`src/pipePkg.sv`:
```
// Shared widths and types for the memory-access part of the pipeline
package pipePkg;

	// Data memory geometry
	localparam int memWords       = 512;  // Depth in 32-bit words
	localparam int memIndexBits   = 9;    // log2(memWords)
	localparam int byteOffsetBits = 2;    // Byte address >> 2 gives word index

	// A full machine word
	// ALU results, store data, loaded data and write-back data all use this
	typedef logic [31:0] word_t;

	// Destination register number, 32 architectural registers
	typedef logic [4:0] regAddr_t;

	// Word index into the data memory
	typedef logic [memIndexBits-1:0] memIndex_t;

endpackage

```
`src/memWbReg.sv`:
```
`timescale 1ns/10ps

// MEM/WB pipeline register
// Also holds the write-back mux in front of the register file
module memWbReg (
	input  logic            CLK,
	input  logic            rstN,
	input  pipePkg::word_t   readDataIn,   // Gated memory read data
	input  pipePkg::word_t   aluResultIn,  // ALU result passed through MEM
	input  logic            regWriteIn,
	input  logic            memToRegIn,
	input  pipePkg::regAddr_t writeRegIn,
	output logic            regWrite,     // Register file write enable
	output pipePkg::regAddr_t writeReg,     // Destination register
	output pipePkg::word_t   writeData     // Value to write back
);

	pipePkg::word_t readDataQ;   // Loaded word
	pipePkg::word_t aluResultQ;  // Registered ALU result
	logic          memToRegQ;   // Selects load data for write-back

	// Write-back controls
	always_ff @(posedge CLK) begin
		if (!rstN) begin
			regWrite  <= 1'b0;  // No register write out of reset
			memToRegQ <= 1'b0;
		end else begin
			regWrite  <= regWriteIn;
			memToRegQ <= memToRegIn;
		end
	end

	// Payload
	always_ff @(posedge CLK) begin
		readDataQ  <= readDataIn;
		aluResultQ <= aluResultIn;
		writeReg   <= writeRegIn;
	end

	// Write-back select
	// Load data for lw, ALU result for everything else
	always_comb begin
		if (memToRegQ) begin
			writeData = readDataQ;
		end else begin
			writeData = aluResultQ;
		end
	end

endmodule

```
`config.mk`:
```
export PLATFORM = sky130hd
export DESIGN_NAME = memWbReg
export DESIGN_NICKNAME = d
export VERILOG_FILES = /design/src/pipePkg.sv /design/src/memWbReg.sv
export SDC_FILE = /design/constraint.sdc
export NUM_CORES = 1
export LEC_CHECK = 0
export ABC_CLOCK_PERIOD_IN_PS = 2400
export BUFFER_PORTS_ARGS = -buffer_cell sky130_fd_sc_hd__buf_2
export CORE_MARGIN = 3
export CORE_UTILIZATION = 37
export CTS_CLUSTER_DIAMETER = 40
export DETAILED_ROUTE_END_ITERATION = 7
export PLACE_DENSITY = 0.66
export REMOVE_ABC_BUFFERS = 1
export SLEW_MARGIN = 10
export SYNTH_ARGS = -nofsm -noshare
export SYNTH_HDL_FRONTEND = slang
export SYNTH_SLANG_ARGS = --single-unit
```
`constraint.sdc`:
```
create_clock -name CLK -period 2.4 [get_ports CLK]
set_input_delay 0.24 -clock CLK [delete_from_list [all_inputs] [get_ports CLK]]
set_output_delay 0.24 -clock CLK [all_outputs]
set_load 0.01 [all_outputs]
```
==> run metrics <==
measured slew at the worst slew-check pin 0.3201 ns; final wirelength 4.697 mm; DR WL/cell 12.94 µm; Post-DP HPWL 2.570 mm; area of the multi-input gates 485.5 µm²; Worst setup EP type primary output; startpoint type of the worst setup path flip-flop; mux share of post-synthesis cell area 0.2391; cell count after placement 284; Synth Area in Adders 0; CTS Sinks 71; CP max-delay cell mux2_2; Final Hold Viols 0; Final Cycle Share 0.7193; CP Max Fanout 18; register area share after synthesis 0.7185; Mapped Cells 109; compound-cell area share of the yosys netlist 0; number of global-route vias before repair 1596; fin. max-slew vios 0; slew margin rel. 0.7866; first-pass GRT wire length 7.348 mm; Global Route Usage Sum 0.1593; class of the tightest hold or removal check in -> reg; final std cells w/o fill 363; clock buffer depth 2; Post CTS Setup Buffer Count 0; DIE WIDTH 79.12 µm; Seq cells post-synth 71; post-DR vias/cell 4.000; H-tree lvl count 3; DIE HEIGHT 79.12 µm; root buffer cell clkbuf_8; Initial Util 0.4003; Remaining Overflow, GRT 0; Core ar. 4942 µm²; Hold Crit Start readDataIn[13]; Vias 1452; critical-path cell list buf_4 -> mux2_2 -> buf_2; final core utilization 0.6835; area grow syn2layout 70.78%; Die ar. 6260 µm²; fraction of layout cells with a size suffix above 1 0.5372; Synth warnings 0; crit-path max cell delay 0.38 ns; routability cong. 0.6470; total CTS buffers 9; final worst slack 0.6736 ns; antenna violations before repair 0; largest net degree at the start of global routing 19; status finished, final reports clean; Post-Synth XOR/XNOR Area 0; max_cap viols 0; Final nets 364; Synth cell types 6; RSZ-0062 raised after global routing false; WP data required 2.16 ns; largest family of logic cells by synthesized area multiplexers; setup TNS 0 ns; pre-CTS WS 1.014 ns; Pre-Repair DR Iteration Count 2; overall power 2.462 mW; CTS tree built; mapped cell area 1978 µm²; setup violators final 0; Detailed Route Iter0 Violations 15; cell row count 25; CP startpoint memToRegQ; fillers 341; DRC violations left 0; post-synthesis simple-gate area fraction 0.006325; number of I/O port buffers 110; syn avg cell area 18.15 µm²; Leak 1.644 nW; IO Count 111; FMAX 579.2 MHz; worst setup path category reg -> out; Reg area 1423 µm²; n_diodes 0; clock-pin slew on the worst setup and hold paths 0.07 ns; Cell Pwr Density 728.9 nW/µm²; ANT nets after route 0; Tmin final 1.726 ns; peak supply drop 0.4699 mV; WP data arrival 1.49 ns
[registers in the layout, indices dropped and copies added, names as in the netlist]
name        cells
readDataQ      32
regWrite        1
aluResultQ     32
writeReg        5
memToRegQ       1
[synth_stat cells]
library cell / count / area [µm²]
dfxtp_1: 71 / 1421
mux2_2: 2 / 22.52
buf_12: 3 / 60.06
and2_1: 2 / 12.51
mux2_4: 30 / 450.4
buf_6: 1 / 11.26
[what timing repair did]
action / in CTS / in global routing
hold buffers: 62 / 1
gates resized for setup: 0 / 0
endpoints found under the hold margin: 62 / 1
[stage by stage]
stage | instance area [µm²] | hold slack (ns)
final | 3378 | 0.01966
after global routing | 3378 | 0.0001442
after CTS | 3368 | 0.0001111
after detailed placement | 2557 | 0.3436
after global placement | 2557 | 0.3426
after floorplan | 1907 | 0.2677
[worst max-delay path: cells and delay by family, from the launching register on]
kind / cells / cell delay [ns]
buffers and inverters: 2 / 0.44
DFF: 1 / 0.33
muxes: 1 / 0.38
[cells by family after synthesis]
logic type	Yosys count
buffers and inverters	4
DFF	71
muxes	32
and+or+nand+nor	2
[layer usage]
metal / share of wire / up-vias / GRT usage / routed length (µm)
met5: 0 / - / 0 / 0
met4: 0.025 / 0 / 0.09966 / 117
met3: 0.12 / 11 / 0.06803 / 554
met2: 0.47 / 92 / 0.2719 / 2202
met1: 0.39 / 623 / 0.1585 / 1822
li1: - / 726 / - / -
[cell usage in the layout, fill, tap and decap left out]
cell type      Yosys  routed
clkbuf_8           0      10
dfxtp_1           71      70
clkbuf_1           0       2
and2_1             2       2
mux2_2             2       2
buf_2              0     110
dfxtp_2            0       1
clkinv_2           0       3
buf_4              0       2
dlygate4sd3_1      0      63
mux2_4            30      30
bufinv_16          0       1
[power breakdown]
group | internal (mW) | leakage, nW | switching (mW)
sequential | 1.24 | 0.599 | 0.0160
combinational | 0.202 | 0.944 | 0.0987
clock | 0.504 | 0.100 | 0.399
total | 1.95 | 1.64 | 0.514
[area by class of cell]
class | instances | area share
clock inverters | 4 | 0.01333
flip-flops and latches | 71 | 0.4211
multi-input cells | 34 | 0.1437
repair buffers | 175 | 0.3541
well taps | 67 | 0.02481
clock buffers | 12 | 0.04296
[worst paths after layout]
check	to	slack, ns	cells after the start
max	writeData[29]	0.67	3
min	readDataQ[13]	0.02	1
(Power assumes the default switching activity.)
