`src/pipePkg.sv`:
```
// Shared widths and types for the memory-access part of the pipeline
package pipePkg;

	// Data memory geometry
	localparam int memWords       = 512;  // Depth in 32-bit words
	localparam int memIndexBits   = 9;    // log2(memWords)
	localparam int byteOffsetBits = 2;    // Byte address >> 2 gives word index

	// A full machine word
	// ALU results, store data, loaded data and write-back data all use this
	typedef logic [31:0] word_t;

	// Destination register number, 32 architectural registers
	typedef logic [4:0] regAddr_t;

	// Word index into the data memory
	typedef logic [memIndexBits-1:0] memIndex_t;

endpackage

```
`src/exMemReg.sv`:
```
`timescale 1ns/10ps

// EX/MEM pipeline register
// Control bits clear on reset or flush so a bubble moves down the pipe
// Data fields load every cycle and carry no reset
module exMemReg (
	input  logic            CLK,
	input  logic            rstN,
	input  logic            flush,        // Turn the incoming instruction into a bubble
	input  pipePkg::word_t   aluResultIn,  // Byte address or arithmetic result
	input  pipePkg::word_t   storeDataIn,  // rt value for stores
	input  logic            memReadIn,
	input  logic            memWriteIn,
	input  logic            regWriteIn,
	input  logic            memToRegIn,
	input  pipePkg::regAddr_t writeRegIn,
	output pipePkg::word_t   aluResult,
	output pipePkg::word_t   storeData,
	output logic            memRead,
	output logic            memWrite,
	output logic            regWrite,
	output logic            memToReg,
	output pipePkg::regAddr_t writeReg
);

	// Control half of the register
	always_ff @(posedge CLK) begin
		if (!rstN) begin
			memRead  <= 1'b0;  // No access out of reset
			memWrite <= 1'b0;
			regWrite <= 1'b0;
			memToReg <= 1'b0;
		end else if (flush) begin
			memRead  <= 1'b0;  // Bubble
			memWrite <= 1'b0;  // Flushed store must not reach memory
			regWrite <= 1'b0;
			memToReg <= 1'b0;
		end else begin
			memRead  <= memReadIn;
			memWrite <= memWriteIn;
			regWrite <= regWriteIn;
			memToReg <= memToRegIn;
		end
	end

	// Data half, loaded regardless of bubble
	always_ff @(posedge CLK) begin
		aluResult <= aluResultIn;
		storeData <= storeDataIn;
		writeReg  <= writeRegIn;  // Harmless when regWrite is low
	end

	// A write-back from memory only makes sense for a load
	// Otherwise memWbReg would pick up gated-zero read data
	memToRegNeedsRead: assert property (@(posedge CLK) disable iff (!rstN)
		memToReg |-> memRead)
		else $error("EX/MEM memToReg set without memRead");

endmodule

```
`config.mk`:
```
export PLATFORM = sky130hd
export DESIGN_NAME = exMemReg
export DESIGN_NICKNAME = d
export VERILOG_FILES = /design/src/pipePkg.sv /design/src/exMemReg.sv
export SDC_FILE = /design/constraint.sdc
export NUM_CORES = 1
export LEC_CHECK = 0
export ABC_AREA = 1
export BUFFER_PORTS_ARGS = -buffer_cell sky130_fd_sc_hd__buf_2
export CORE_ASPECT_RATIO = 1.2
export CORE_MARGIN = 10
export CORE_UTILIZATION = 31
export DETAILED_ROUTE_END_ITERATION = 10
export PLACE_DENSITY = 0.74
export SLEW_MARGIN = 15
export SYNTH_ARGS = -nofsm -noshare
export SYNTH_HDL_FRONTEND = slang
export SYNTH_SLANG_ARGS = --single-unit
```
`constraint.sdc`:
```
create_clock -name CLK -period 0.8 [get_ports CLK]
set_input_delay 0.04 -clock CLK [delete_from_list [all_inputs] [get_ports CLK]]
set_output_delay 0.04 -clock CLK [all_outputs]
set_load 0.02 [all_outputs]
```
==> flow_summary_export.csv <==
group,metric,value,unit
placement,place_area,2310,um^2
routing,drt_iter0_markers,30,
clock_tree,htreeDepth,3,
yosys,synth.cell_area,1500,um^2
floorplan,core_area,4630,um^2
grt,track_usage,17.3,%
grt,grt_max_degree,12,
power,powerDensity,2030,nW/um^2
grt,gr-total-overflow,0,
yosys,synth_seq_cells,73,
sta,tightest_slew,101,ps
sta,slew_violations,0,
placement,place_congestion,0.690,
yosys,synthFlopType,"dfxtp_1",
routing,via_per_inst,4.01,
cells_and_area,nNetsFinal,393,
grt,grt_pass1_vias,1862,
yosys,avgSynthCellArea,18.1,um^2
routing,wirelength,6860,um
sta,fmax,1200,MHz
placement,port_buffers,148,
power,total_power,7.71,mW
yosys,synth.distinct_cells,4,
floorplan,start_util,32.4,%
yosys,synthXorXnorAreaFrac,0,%
cells_and_area,area_growth,153,%
setup_path,cp_top_family,"flip-flops",
setup_path,cp_num_buf_inv,1,
floorplan,rows,27,
yosys,yosys_warnings,0,
yosys,synth_top_area_share,97.3,%
yosys,ys_top_cells_by_area,"dfxtp_1, inv_1, nor2_1",
setup_path,path_max_fanout,1,
power,netSwitchingFraction,23.1,%
yosys,synthMuxAreaShare,0,%
outcome,outcome,"complete, but fails checks",
grt,grt_pass1_wl,10500,um
clock_tree,cts_root_buffer,"clkbuf_8",
sta,setup_slack,-34.0,ps
yosys,yosysSeqAreaShare,97.3,%
setup_path,cp_data_required_time,760,ps
sta,post-route-period-util,104,%
yosys,synthTopCellsByCount,"dfxtp_1, inv_1, nor2_1, nand2_2",
routing,ant_nets,0,
yosys,synth_fp_nets,159,
clock_tree,cts_tree,"done",
setup_path,crit_path_start_kind,"register",
job,cap_violations,0,
yosys,synth_most_common_cell,"dfxtp_1",
setup_path,slowest_delay,340,ps
routing,vias,1518,
outcome,violations,"negative setup slack",
floorplan,die_h,96.2,um
routing,drc,0,
power,internal_power,5.93,mW
power,power_frac_seq,51.4,%
setup_path,critPathKind,"reg -> out",
setup_path,cp-end-kind,"output port",
power,p_comb_share,15.3,%
floorplan,die_area,8040,um^2
power,power_frac_clock,33.3,%
clock_tree,clockBufferDepth,2,
setup_path,crit_slowest_cell,"dfxtp_2",
yosys,syn_inst,83,
cells_and_area,final_cell_area,3790,um^2
floorplan,ios,149,
sta,hold_viol_final,0,
power,power.switching,1.78,mW
sta,maxSlewHeadroom,93.2,%
cells_and_area,drive_gt1_share,73.8,%
setup_path,crit_chain,"buf_6",
sta,hold_ws,337,ps
yosys,synth_compound_area_share,0,%
clock_tree,path_clk_slew,70,ps
power,peakVddDrop,1540,uV
setup_path,arrival,790,ps
sta,setup_tns,-860,ps
routing,wl_per_cell,18.1,um
sta,setup-violations-final,73,
yosys,synth_fa_ha_area_share,0,%
clock_tree,cts_sinks,73,
min_path,hold_class,"in -> reg",
clock_tree,cts_inserted_buffers,9,
sta,rsz0062_at_grt,"yes",
routing,first_pass_iters,4,
yosys,ys_async_sr_fraction,0,%
power,power.leakage,1.80,nW
yosys,synth_area_leader_cell,"dfxtp_1",
cells_and_area,diodes,0,
grt,antenna_found_initial,0,
floorplan,die_w,83.5,um
yosys,synth_top_family_by_area,"simple AND/OR/NAND/NOR gates",
cells_and_area,final_core_util,82.0,%
yosys,synth-edff-count,0,
sta,post-route-min-period,834,ps
yosys,synth_simple_gate_area_share,1.42,%
placement,dp_hpwl,3920,um
metal layers:
layer / routed length, um / vias up / part of all wire (%) / global-route usage (%)
met2: 3840 / 93 / 56 / 33.0
met3: 678 / 11 / 9.9 / 8.28
met4: 137 / 0 / 2.0 / 7.12
met1: 2210 / 700 / 32 / 15.6
li1: - / 714 / - / -
met5: 0 / - / 0 / 0
cell families (layout without fill, tap and decap cells):
kind of cell	after synthesis	count (layout)
flops	73	73
simple gates	5	5
buf+inv	5	243
cell type report:
type | instances | area (um^2)
tap | 58 | 72.6
timing repair buffer | 223 | 1950
clock buffer | 12 | 165
fill | 245 | 835
clock inverter | 3 | 15.0
sequential | 73 | 1550
multi-input combinational | 5 | 21.3
inverter | 5 | 18.8
what timing repair did:
item | in CTS | in global routing
endpoints found under the hold margin | 73 | 0
endpoints found under the setup margin | 73 | 73
buffers inserted | 0 | 0
resized for setup | 219 | 0
hold buffers | 75 | 0
through the flow:
stage	setup WS, ps	cells
3_5_place_dp	297	289
3_3_place_gp	310	289
6_report	-34.0	379
5_1_grt	-68.7	379
4_1_cts	-31.1	379
2_1_floorplan	365	83
sequential cells by signal, summed over array words and instances (netlist names):
signal / count
aluResult: 32
regWrite: 1
memRead: 1
writeReg: 5
memWrite: 1
memToReg: 1
storeData: 32
worst paths after layout:
path / from / endpoint / slack (ps) / cells after the start
setup / recovery: aluResult[19]$_DFF_P_ / aluResult[19] / -30 / 1
hold / removal: storeDataIn[22] / storeData[22]$_DFF_P_ / 340 / 2
layout by cell type, fill, tap and decap left out:
master / n
dlygate4sd3_1: 75
buf_2: 75
dfxtp_2: 73
buf_6: 73
clkbuf_8: 12
inv_1: 5
nor2_1: 4
clkinv_2: 3
nand2_2: 1
power by group through the flow:
stage / Sequential [mW] / Combinational [mW] / Clock, mW
4_1_cts: 3.95 / 1.16 / 2.62
2_1_floorplan: 4.21 / 0.0108 / 0
3_5_place_dp: 3.95 / 0.651 / 0
3_3_place_gp: 3.94 / 0.643 / 0
6_report: 3.96 / 1.18 / 2.57
5_1_grt: 3.98 / 1.25 / 2.79
No activity file was read; power rests on OpenSTA's default activity.
